===== src/include/core_defines.svh =====
// widths, opcodes, function codes and instruction field positions; include wherever a macro is used
`ifndef CORE_DEFINES_SVH
`define CORE_DEFINES_SVH

`define CORE_WORD_W    64       // datapath and pc width
`define CORE_INST_W    32       // instruction word
`define CORE_NUM_REGS  32       // architectural registers
`define CORE_ZERO_REG  31       // hardwired zero register

// major opcodes
`define CORE_OP_PAL    6'h00
`define CORE_OP_INTA   6'h10    // add, sub, compare
`define CORE_OP_INTL   6'h11    // logical
`define CORE_OP_INTS   6'h12    // shifts

// operate-format function codes
`define CORE_FN_ADDQ   7'h20
`define CORE_FN_SUBQ   7'h29
`define CORE_FN_CMPEQ  7'h2d
`define CORE_FN_CMPULT 7'h1d
`define CORE_FN_AND    7'h00
`define CORE_FN_BIS    7'h20
`define CORE_FN_XOR    7'h40
`define CORE_FN_SLL    7'h39
`define CORE_FN_SRL    7'h34
`define CORE_PAL_HALT  26'h0    // palcode of halt

// instruction field positions
`define CORE_OP_MSB    31
`define CORE_OP_LSB    26
`define CORE_RA_MSB    25
`define CORE_RA_LSB    21
`define CORE_RB_MSB    20
`define CORE_RB_LSB    16
`define CORE_LIT_MSB   20
`define CORE_LIT_LSB   13
`define CORE_LIT_FLAG  12
`define CORE_FN_MSB    11
`define CORE_FN_LSB    5
`define CORE_RC_MSB    4
`define CORE_RC_LSB    0
`define CORE_PAL_MSB   25       // palcode spans everything below the opcode
`define CORE_PAL_LSB   0

`endif


===== src/verilog/core_pkg.sv =====
// shared types of the core pipeline; modules pull them in with a wildcard import
`default_nettype none

`include "core_defines.svh"

package core_pkg;

	//////////////////////////////////////////////////////////////////////
	// plain vector types
	//////////////////////////////////////////////////////////////////////
	typedef logic [`CORE_WORD_W-1:0]            word_t;     // data word
	typedef logic [`CORE_WORD_W-1:0]            pc_t;       // instruction address
	typedef logic [`CORE_INST_W-1:0]            inst_t;     // raw instruction
	typedef logic [$clog2(`CORE_NUM_REGS)-1:0] reg_idx_t;  // architectural register number

	// alu operation picked by the decoder
	typedef enum logic [3:0] {
		ALU_ADDQ,
		ALU_SUBQ,
		ALU_CMPEQ,
		ALU_CMPULT,
		ALU_AND,
		ALU_BIS,
		ALU_XOR,
		ALU_SLL,
		ALU_SRL
	} alu_func_e;

	// sticky commit-side status, leaves NO_ERROR once
	typedef enum logic [1:0] {
		NO_ERROR          = 2'd0,
		HALTED_ON_HALT    = 2'd1,
		HALTED_ON_ILLEGAL = 2'd2
	} error_status_e;

	//////////////////////////////////////////////////////////////////////
	// stage packets
	//////////////////////////////////////////////////////////////////////
	typedef struct packed {
		logic      valid;       // slot holds an instruction
		pc_t       pc;
		alu_func_e func;
		word_t     opa;         // forwarded ra value
		word_t     opb;         // literal or forwarded rb value
		reg_idx_t  dest;        // rc
		logic      wr_en;       // legal operate with rc != 31
		logic      is_halt;
		logic      is_illegal;
	} dec_op_t;

	typedef struct packed {
		logic     valid;
		pc_t      pc;
		reg_idx_t dest;
		logic     wr_en;
		word_t    value;        // zero for halt and illegal
		logic     is_halt;
		logic     is_illegal;
	} exe_res_t;

	// bypass source seen by the decoder
	typedef struct packed {
		logic     valid;
		logic     wr_en;
		reg_idx_t dest;
		word_t    value;
	} fwd_t;

endpackage

`default_nettype wire


===== src/verilog/alu_execute.sv =====
// execute stage: integer alu on the decoded packet, result bypassed and registered
`timescale 1ns/1ns
`default_nettype none

`include "core_defines.svh"

module alu_execute import core_pkg::*; (
	input  wire          clock,
	input  wire          arst_n,
	input  wire dec_op_t dec_op,
	output fwd_t         alu_fwd,     // same-cycle bypass to decode
	output exe_res_t     exe_res      // to commit and register file write
);

	localparam int SHAMT_W = $clog2(`CORE_WORD_W);   // 6 bits for 64-bit words

	word_t               result;
	logic [SHAMT_W-1:0]  shamt;

	assign shamt = dec_op.opb[SHAMT_W-1:0];

	//////////////////////////////////////////////////////////////////////
	// alu
	//////////////////////////////////////////////////////////////////////
	always_comb begin
		case (dec_op.func)
			ALU_ADDQ:   result = dec_op.opa + dec_op.opb;
			ALU_SUBQ:   result = dec_op.opa - dec_op.opb;
			ALU_CMPEQ:  result = word_t'(dec_op.opa == dec_op.opb);
			ALU_CMPULT: result = word_t'(dec_op.opa < dec_op.opb);    // unsigned compare
			ALU_AND:    result = dec_op.opa & dec_op.opb;
			ALU_BIS:    result = dec_op.opa | dec_op.opb;
			ALU_XOR:    result = dec_op.opa ^ dec_op.opb;
			ALU_SLL:    result = dec_op.opa << shamt;
			ALU_SRL:    result = dec_op.opa >> shamt;                 // logical
			default:    result = '0;
		endcase
		if (dec_op.is_halt || dec_op.is_illegal)
			result = '0;    // these commit a zero value
	end

	// bypass for the instruction now in decode
	assign alu_fwd.valid = dec_op.valid;
	assign alu_fwd.wr_en = dec_op.wr_en;
	assign alu_fwd.dest  = dec_op.dest;
	assign alu_fwd.value = result;

	//////////////////////////////////////////////////////////////////////
	// result register
	//////////////////////////////////////////////////////////////////////
	always_ff @(posedge clock or negedge arst_n) begin
		if (!arst_n) begin
			exe_res <= '0;
		end else begin
			exe_res.valid      <= dec_op.valid;
			exe_res.pc         <= dec_op.pc;
			exe_res.dest       <= dec_op.dest;
			exe_res.wr_en      <= dec_op.wr_en;
			exe_res.value      <= result;
			exe_res.is_halt    <= dec_op.is_halt;
			exe_res.is_illegal <= dec_op.is_illegal;
		end
	end

endmodule

`default_nettype wire


===== src/verilog/commit_stage.sv =====
// commit stage: registers the architectural commit report and keeps the sticky error status
`timescale 1ns/1ns
`default_nettype none

module commit_stage import core_pkg::*; (
	input  wire           clock,
	input  wire           arst_n,
	input  wire exe_res_t exe_res,
	output logic          commit_valid,   // one-cycle strobe per instruction
	output pc_t           commit_pc,
	output reg_idx_t      commit_dest,
	output logic          commit_wr_en,
	output word_t         commit_value,
	output error_status_e error_status
);

	error_status_e status_next;

	//////////////////////////////////////////////////////////////////////
	// error status fsm
	//////////////////////////////////////////////////////////////////////
	always_comb begin
		status_next = error_status;                      // hold once left NO_ERROR
		if (error_status == NO_ERROR && exe_res.valid) begin
			if (exe_res.is_illegal)
				status_next = HALTED_ON_ILLEGAL;
			else if (exe_res.is_halt)
				status_next = HALTED_ON_HALT;
		end
	end

	always_ff @(posedge clock or negedge arst_n) begin
		if (!arst_n) begin
			error_status <= NO_ERROR;
			commit_valid <= 1'b0;
			commit_wr_en <= 1'b0;
		end else begin
			error_status <= status_next;
			commit_valid <= exe_res.valid;
			commit_wr_en <= exe_res.valid && exe_res.wr_en;  // low for halt, illegal, r31
		end
	end

	// commit payload, qualified by commit_valid
	always_ff @(posedge clock) begin
		commit_pc    <= exe_res.pc;
		commit_dest  <= exe_res.dest;
		commit_value <= exe_res.value;
	end

endmodule

`default_nettype wire


===== src/verilog/core_top.sv =====
// top level of the in-order integer core: decode, execute, commit and the register file
`timescale 1ns/1ns
`default_nettype none

module core_top import core_pkg::*; (
	input  wire           clock,
	input  wire           arst_n,
	input  wire           inst_valid,    // sampled at the rising edge
	input  wire inst_t    inst,
	input  wire pc_t      inst_pc,
	output logic          commit_valid,  // 3 edges after inst_valid
	output pc_t           commit_pc,
	output reg_idx_t      commit_dest,
	output logic          commit_wr_en,
	output word_t         commit_value,
	output error_status_e error_status
);

	reg_idx_t ra_idx;
	reg_idx_t rb_idx;
	word_t    ra_data;
	word_t    rb_data;
	dec_op_t  dec_op;
	exe_res_t exe_res;
	fwd_t     alu_fwd;
	fwd_t     exe_fwd;

	// second bypass source is just the execute register
	assign exe_fwd.valid = exe_res.valid;
	assign exe_fwd.wr_en = exe_res.wr_en;
	assign exe_fwd.dest  = exe_res.dest;
	assign exe_fwd.value = exe_res.value;

	//////////////////////////////////////////////////////////////////////
	// stages
	//////////////////////////////////////////////////////////////////////
	reg_file i_reg_file (
		.clock    (clock),
		.arst_n   (arst_n),
		.ra_idx   (ra_idx),
		.rb_idx   (rb_idx),
		.ra_data  (ra_data),
		.rb_data  (rb_data),
		.wr_valid (exe_res.valid && exe_res.wr_en),   // same edge as commit load
		.wr_idx   (exe_res.dest),
		.wr_data  (exe_res.value)
	);

	inst_decoder i_inst_decoder (
		.clock      (clock),
		.arst_n     (arst_n),
		.inst_valid (inst_valid),
		.inst       (inst),
		.inst_pc    (inst_pc),
		.ra_idx     (ra_idx),
		.rb_idx     (rb_idx),
		.ra_data    (ra_data),
		.rb_data    (rb_data),
		.alu_fwd    (alu_fwd),
		.exe_fwd    (exe_fwd),
		.dec_op     (dec_op)
	);

	alu_execute i_alu_execute (
		.clock   (clock),
		.arst_n  (arst_n),
		.dec_op  (dec_op),
		.alu_fwd (alu_fwd),
		.exe_res (exe_res)
	);

	commit_stage i_commit_stage (
		.clock        (clock),
		.arst_n       (arst_n),
		.exe_res      (exe_res),
		.commit_valid (commit_valid),
		.commit_pc    (commit_pc),
		.commit_dest  (commit_dest),
		.commit_wr_en (commit_wr_en),
		.commit_value (commit_value),
		.error_status (error_status)
	);

endmodule

`default_nettype wire


===== src/verilog/inst_decoder.sv =====
// decode stage: splits the instruction, forwards operands and registers the decoded packet
`timescale 1ns/1ns
`default_nettype none

`include "core_defines.svh"

module inst_decoder import core_pkg::*; (
	input  wire           clock,
	input  wire           arst_n,
	input  wire           inst_valid,   // single-cycle strobe
	input  wire inst_t    inst,
	input  wire pc_t      inst_pc,
	output reg_idx_t      ra_idx,       // to register file
	output reg_idx_t      rb_idx,
	input  wire word_t    ra_data,
	input  wire word_t    rb_data,
	input  wire fwd_t     alu_fwd,      // youngest, combinational alu result
	input  wire fwd_t     exe_fwd,      // registered execute result
	output dec_op_t       dec_op
);

	localparam reg_idx_t ZERO_IDX = reg_idx_t'(`CORE_ZERO_REG);

	logic [`CORE_OP_MSB-`CORE_OP_LSB:0]   opcode;
	logic [`CORE_FN_MSB-`CORE_FN_LSB:0]   func;
	logic [`CORE_LIT_MSB-`CORE_LIT_LSB:0] literal;
	logic [`CORE_PAL_MSB-`CORE_PAL_LSB:0] palcode;
	reg_idx_t rc;
	logic     legal_op;                  // recognised operate instruction
	dec_op_t  dec_next;

	// youngest writer wins, r31 is never forwarded
	function automatic word_t fwd_pick(input reg_idx_t idx, input word_t rf_val);
		if (idx == ZERO_IDX)
			return '0;
		if (alu_fwd.valid && alu_fwd.wr_en && (alu_fwd.dest == idx))
			return alu_fwd.value;
		if (exe_fwd.valid && exe_fwd.wr_en && (exe_fwd.dest == idx))
			return exe_fwd.value;
		return rf_val;
	endfunction

	//////////////////////////////////////////////////////////////////////
	// field split
	//////////////////////////////////////////////////////////////////////
	assign opcode  = inst[`CORE_OP_MSB:`CORE_OP_LSB];
	assign func    = inst[`CORE_FN_MSB:`CORE_FN_LSB];
	assign literal = inst[`CORE_LIT_MSB:`CORE_LIT_LSB];
	assign palcode = inst[`CORE_PAL_MSB:`CORE_PAL_LSB];
	assign rc      = inst[`CORE_RC_MSB:`CORE_RC_LSB];
	assign ra_idx  = inst[`CORE_RA_MSB:`CORE_RA_LSB];
	assign rb_idx  = inst[`CORE_RB_MSB:`CORE_RB_LSB];

	//////////////////////////////////////////////////////////////////////
	// decode and operand select
	//////////////////////////////////////////////////////////////////////
	always_comb begin
		dec_next            = '0;
		dec_next.func       = ALU_ADDQ;
		legal_op            = 1'b1;
		case (opcode)
			`CORE_OP_INTA: begin
				case (func)
					`CORE_FN_ADDQ:   dec_next.func = ALU_ADDQ;
					`CORE_FN_SUBQ:   dec_next.func = ALU_SUBQ;
					`CORE_FN_CMPEQ:  dec_next.func = ALU_CMPEQ;
					`CORE_FN_CMPULT: dec_next.func = ALU_CMPULT;
					default:         legal_op      = 1'b0;
				endcase
			end
			`CORE_OP_INTL: begin
				case (func)
					`CORE_FN_AND: dec_next.func = ALU_AND;
					`CORE_FN_BIS: dec_next.func = ALU_BIS;
					`CORE_FN_XOR: dec_next.func = ALU_XOR;
					default:      legal_op      = 1'b0;
				endcase
			end
			`CORE_OP_INTS: begin
				case (func)
					`CORE_FN_SLL: dec_next.func = ALU_SLL;
					`CORE_FN_SRL: dec_next.func = ALU_SRL;
					default:      legal_op      = 1'b0;
				endcase
			end
			`CORE_OP_PAL: begin
				legal_op         = 1'b0;
				dec_next.is_halt = (palcode == `CORE_PAL_HALT);
			end
			default: legal_op = 1'b0;
		endcase
		dec_next.is_illegal = !legal_op && !dec_next.is_halt;
		dec_next.valid      = inst_valid;
		dec_next.pc         = inst_pc;
		dec_next.opa        = fwd_pick(ra_idx, ra_data);
		dec_next.opb        = inst[`CORE_LIT_FLAG] ? word_t'(literal)    // zero-extended literal
		                                           : fwd_pick(rb_idx, rb_data);
		dec_next.dest       = legal_op ? rc : ZERO_IDX;    // halt and illegal name no register
		dec_next.wr_en      = inst_valid && legal_op && (rc != ZERO_IDX);
	end

	always_ff @(posedge clock or negedge arst_n) begin
		if (!arst_n)
			dec_op <= '0;               // empty slot
		else
			dec_op <= dec_next;         // bubble when no strobe
	end

endmodule

`default_nettype wire


===== src/verilog/reg_file.sv =====
// architectural register file, two combinational reads and one clocked write port
`timescale 1ns/1ns
`default_nettype none

`include "core_defines.svh"

module reg_file import core_pkg::*; (
	input  wire           clock,
	input  wire           arst_n,
	input  wire reg_idx_t ra_idx,      // read port a
	input  wire reg_idx_t rb_idx,      // read port b
	output word_t         ra_data,
	output word_t         rb_data,
	input  wire           wr_valid,    // write strobe from the execute register
	input  wire reg_idx_t wr_idx,
	input  wire word_t    wr_data
);

	localparam reg_idx_t ZERO_IDX = reg_idx_t'(`CORE_ZERO_REG);

	word_t regs [`CORE_NUM_REGS];      // storage, r31 never written

	//////////////////////////////////////////////////////////////////////
	// write port
	//////////////////////////////////////////////////////////////////////
	always_ff @(posedge clock or negedge arst_n) begin
		if (!arst_n) begin
			for (int i = 0; i < `CORE_NUM_REGS; i++) begin
				regs[i] <= '0;           // all registers read zero after reset
			end
		end else if (wr_valid && (wr_idx != ZERO_IDX)) begin
			regs[wr_idx] <= wr_data;     // writes to r31 dropped
		end
	end

	//////////////////////////////////////////////////////////////////////
	// read ports
	//////////////////////////////////////////////////////////////////////
	// no internal bypass, the decoder forwards from the younger stages
	assign ra_data = (ra_idx == ZERO_IDX) ? '0 : regs[ra_idx];
	assign rb_data = (rb_idx == ZERO_IDX) ? '0 : regs[rb_idx];

endmodule

`default_nettype wire

===== config.mk =====
export PLATFORM = sky130hd
export DESIGN_NAME = core_top
export DESIGN_NICKNAME = d
export VERILOG_FILES = /design/src/verilog/core_pkg.sv /design/src/verilog/alu_execute.sv /design/src/verilog/commit_stage.sv /design/src/verilog/core_top.sv /design/src/verilog/inst_decoder.sv /design/src/verilog/reg_file.sv
export VERILOG_INCLUDE_DIRS = /design/src /design/src/include
export SDC_FILE = /design/constraint.sdc
export NUM_CORES = 2
export LEC_CHECK = 0
export BUFFER_PORTS_ARGS = -buffer_cell sky130_fd_sc_hd__buf_2
export CAP_MARGIN = 40
export CORE_ASPECT_RATIO = 1.2
export CORE_MARGIN = 2
export CORE_UTILIZATION = 64
export DETAILED_ROUTE_END_ITERATION = 8
export PLACE_DENSITY = 0.83
export SETUP_SLACK_MARGIN = 0.1
export SYNTH_ARGS = -nofsm -noshare
export SYNTH_HDL_FRONTEND = slang
export SYNTH_HIERARCHICAL = 1
export SYNTH_SLANG_ARGS = --single-unit

===== constraint.sdc =====
create_clock -name clock -period 6.2 [get_ports clock]
set_input_delay 0.31 -clock clock [delete_from_list [all_inputs] [get_ports clock]]
set_output_delay 0.31 -clock clock [all_outputs]
set_load 0.05 [all_outputs]

==> out/metrics.yaml <==
status: "finished, violations left"
violations: "negative hold slack"
num_rows: 190
synth_area_mm2: 0.1443
grt_pass1_wl_um: 819300
setup_tns_ps: 0
avgSynthCellArea_um2: 12.39
post_cts_resized: 0
grt_overflow: 0
r2r_cells: 14
reg2reg_slack_ps: 610
die_area_mm2: 0.2293
crit_type: "register to register"
dr_total_vias: 113925
synth-edff-count: 0
finalSetupViolCount: 0
r2r_end: "i_inst_decoder/dec_op[134]$_DFF_PN0_"
grt_max_degree: 184
utilization: 0.7106
pre_cts_slack_ps: 934.1
root_buffer: "clkbuf_16"
placed_area_mm2: 0.1489
cp.required_ps: 7030
syn_nets: 11972
arrival_ps: 6430
drc_errors: 0
synthArstFlopShare: 0.9474
maxSlewViolCount: 0
fin_crit_sh: 0.9019
hold_viol: 9
placed_cells: 14093
num_io_pins: 236
antenna_found_initial: 48
grt_setup_unrepaired: "no"
fin_hold_ws_ps: -40.27
clock_sinks: 2527
final_cell_mix: "dfrtp_1, mux2_2, mux2i_1"
final_common_cell: "dfrtp_1"
hold_class: "input pin to asynchronous set/reset pin"
core-area_mm2: 0.2237
synth_warnings: 6
final_area_mm2: 0.1590
rr_startpoint: "i_inst_decoder/dec_op[82]$_DFF_PN0_"
instances_no_fill: 14729
htreeDepth: 4
drt-initial-drc-count: 17126
area_delta_synth_final_pct: 10.16
cp_max_fo: 12
ir_drop_uv: 373.4
layout_min_cycle_time_ps: 5592
critPathLaunchType: "register"
die_w_um: 437.5
dp_hpwl_um: 360700
drive_gt1_frac: 0.3367
maxCapViolCount: 0
hold_buffers: 144
synth-seq-cells: 2527
finalWorstSetupSlack_ps: 608.1
powerDensity_mw_per_mm2: 236.1
firstDrtPassIters: 9
layout.nets: 11850
fmax_mhz: 178.8
cts.clk_slew.worst_paths_ps: 60
vias_per_cell: 7.735
p_leak_nw: 73.44
routedWlPerCell_um: 38.85
fp.dieH_um: 524.2
clock_skew_ps: 131.1
grt.total_usage: 0.4949
critPathCaptureType: "register"
clock_latency_ps: 980
synth_cell_types: 99
cts.path.max_buffers: 4
postRouteAntennaNets: 0
worst_pin_slew_ps: 1196
gp_congestion: 1.098
relSlewSlack: 0.1979
cts_inserted_buffers: 247
yosysSeqAreaShare: 0.4336
cts_tree: "yes"
grt_pass1_vias: 116449
ys.flop_type: "dfrtp_1"
wl_um: 572300
initial_core_util: 0.6451
port_buffers: 235
syn-instance-count: 11649
postCtsSetupBuffers: 0
power_mw: 37.53
==> kinds of logic (layout without fill, tap and decap cells) <==
group	count (synthesis)	count (layout)	synth area share
xor gates and xnor gates	47	47	0.002853
and+or+nand+nor	1417	1417	0.04585
AOI/OAI and AO/OA	2206	2206	0.1018
buffers and inverters	1402	1474	0.04665
other	0	32	0
DFF	2527	2527	0.4336
muxes	3826	3826	0.3497
adders and majority gates	224	224	0.01953
==> state kept, by name, summed over array words and instances, names as in the netlist <==
name / flops
i_commit_stage/commit_valid: 1
i_commit_stage/commit_pc: 64
i_commit_stage/commit_wr_en: 1
i_reg_file/regs: 2048
i_commit_stage/error_status: 2
i_commit_stage/commit_dest: 5
i_commit_stage/commit_value: 64
i_inst_decoder/dec_op: 205
i_alu_execute/exe_res: 137
==> worst max path at each step <==
stage | startpoint | endpoint | cells past startpoint
finish | i_inst_decoder/dec_op[82]$_DFF_PN0_ | i_inst_decoder/dec_op[134]$_DFF_PN0_ | 14
global placement | i_inst_decoder/dec_op[74]$_DFF_PN0_ | i_inst_decoder/dec_op[135]$_DFF_PN0_ | 16
global route | i_inst_decoder/dec_op[76]$_DFF_PN0_ | i_inst_decoder/dec_op[129]$_DFF_PN0_ | 18
detailed placement | i_inst_decoder/dec_op[78]$_DFF_PN0_ | i_inst_decoder/dec_op[69]$_DFF_PN0_ | 19
floorplan | i_inst_decoder/dec_op[10]$_DFF_PN0_ | i_inst_decoder/dec_op[52]$_DFF_PN0_ | 21
CTS | i_inst_decoder/dec_op[78]$_DFF_PN0_ | i_inst_decoder/dec_op[69]$_DFF_PN0_ | 19
==> layer usage <==
layer / up-vias / track usage / share of wire
met5: - / 0.01902 / 0.0011
met4: 38 / 0.3715 / 0.090
met3: 3120 / 0.1746 / 0.13
met2: 9429 / 0.7187 / 0.43
met1: 57668 / 0.6100 / 0.34
li1: 43670 / - / -
==> worst max-delay path: stages, from the launching register on <==
cell	delay, ps
dfrtp_1	560
inv_1	80
ha_1	530
nor2b_1	220
a211oi_1	80
o41ai_1	380
o21a_1	430
o211ai_2	250
a211oi_1	670
o22a_1	680
nand2_1	210
and3_1	260
o32ai_1	670
o21ai_0	230
a21oi_1	210
==> where the power goes <==
part / switching (mW) / internal, mW
Sequential: 0.151 / 16.6
Combinational: 3.43 / 1.47
Clock: 6.77 / 9.12
==> final cells by class <==
cell class / instances / area [um2]
Clock buffer: 351 / 7124
Fill cell: 14290 / 64740
Sequential cell: 2527 / 62590
Tap cell: 2976 / 3724
Clock inverter: 92 / 1274
Antenna cell: 32 / 80.08
Inverter: 206 / 788.3
Timing Repair Buffer: 825 / 8078
Multi-Input combinational cell: 7720 / 75300
==> Yosys cell counts, types with 13 or more instances <==
library cell | n | area [um2]
nor4_1 | 42 | 262.8
and3_1 | 14 | 87.58
mux2_2 | 2002 | 22540
mux2_1 | 117 | 1318
clkbuf_1 | 614 | 2305
mux4_2 | 760 | 17120
a21oi_1 | 611 | 3058
nand2_1 | 462 | 1734
nor2_1 | 477 | 1790
xnor2_1 | 34 | 297.8
a221o_1 | 27 | 270.3
or2_2 | 13 | 81.33
buf_1 | 67 | 251.5
a31oi_1 | 107 | 669.4
buf_4 | 89 | 668.1
nand3_1 | 48 | 240.2
mux2i_1 | 947 | 9479
o21bai_1 | 44 | 330.3
nor2b_1 | 21 | 131.4
buf_6 | 81 | 912.1
nand4_1 | 37 | 231.5
and2_1 | 142 | 888.4
dfxtp_1 | 133 | 2663
o311ai_0 | 17 | 148.9
a221oi_1 | 38 | 332.8
a211oi_1 | 400 | 3003
o211ai_1 | 26 | 195.2
ha_1 | 222 | 2778
xor2_1 | 13 | 113.9
dfrtp_1 | 2394 | 59910
inv_1 | 198 | 743.2
a2bb2oi_1 | 123 | 1077
or3_1 | 15 | 93.84
o22ai_1 | 131 | 819.5
o21ai_0 | 293 | 1466
o31ai_1 | 35 | 262.8
nor3_1 | 68 | 340.3
a21o_1 | 23 | 172.7
o221ai_1 | 219 | 1918
buf_2 | 333 | 1667
Power figures use the tool's default switching activity.
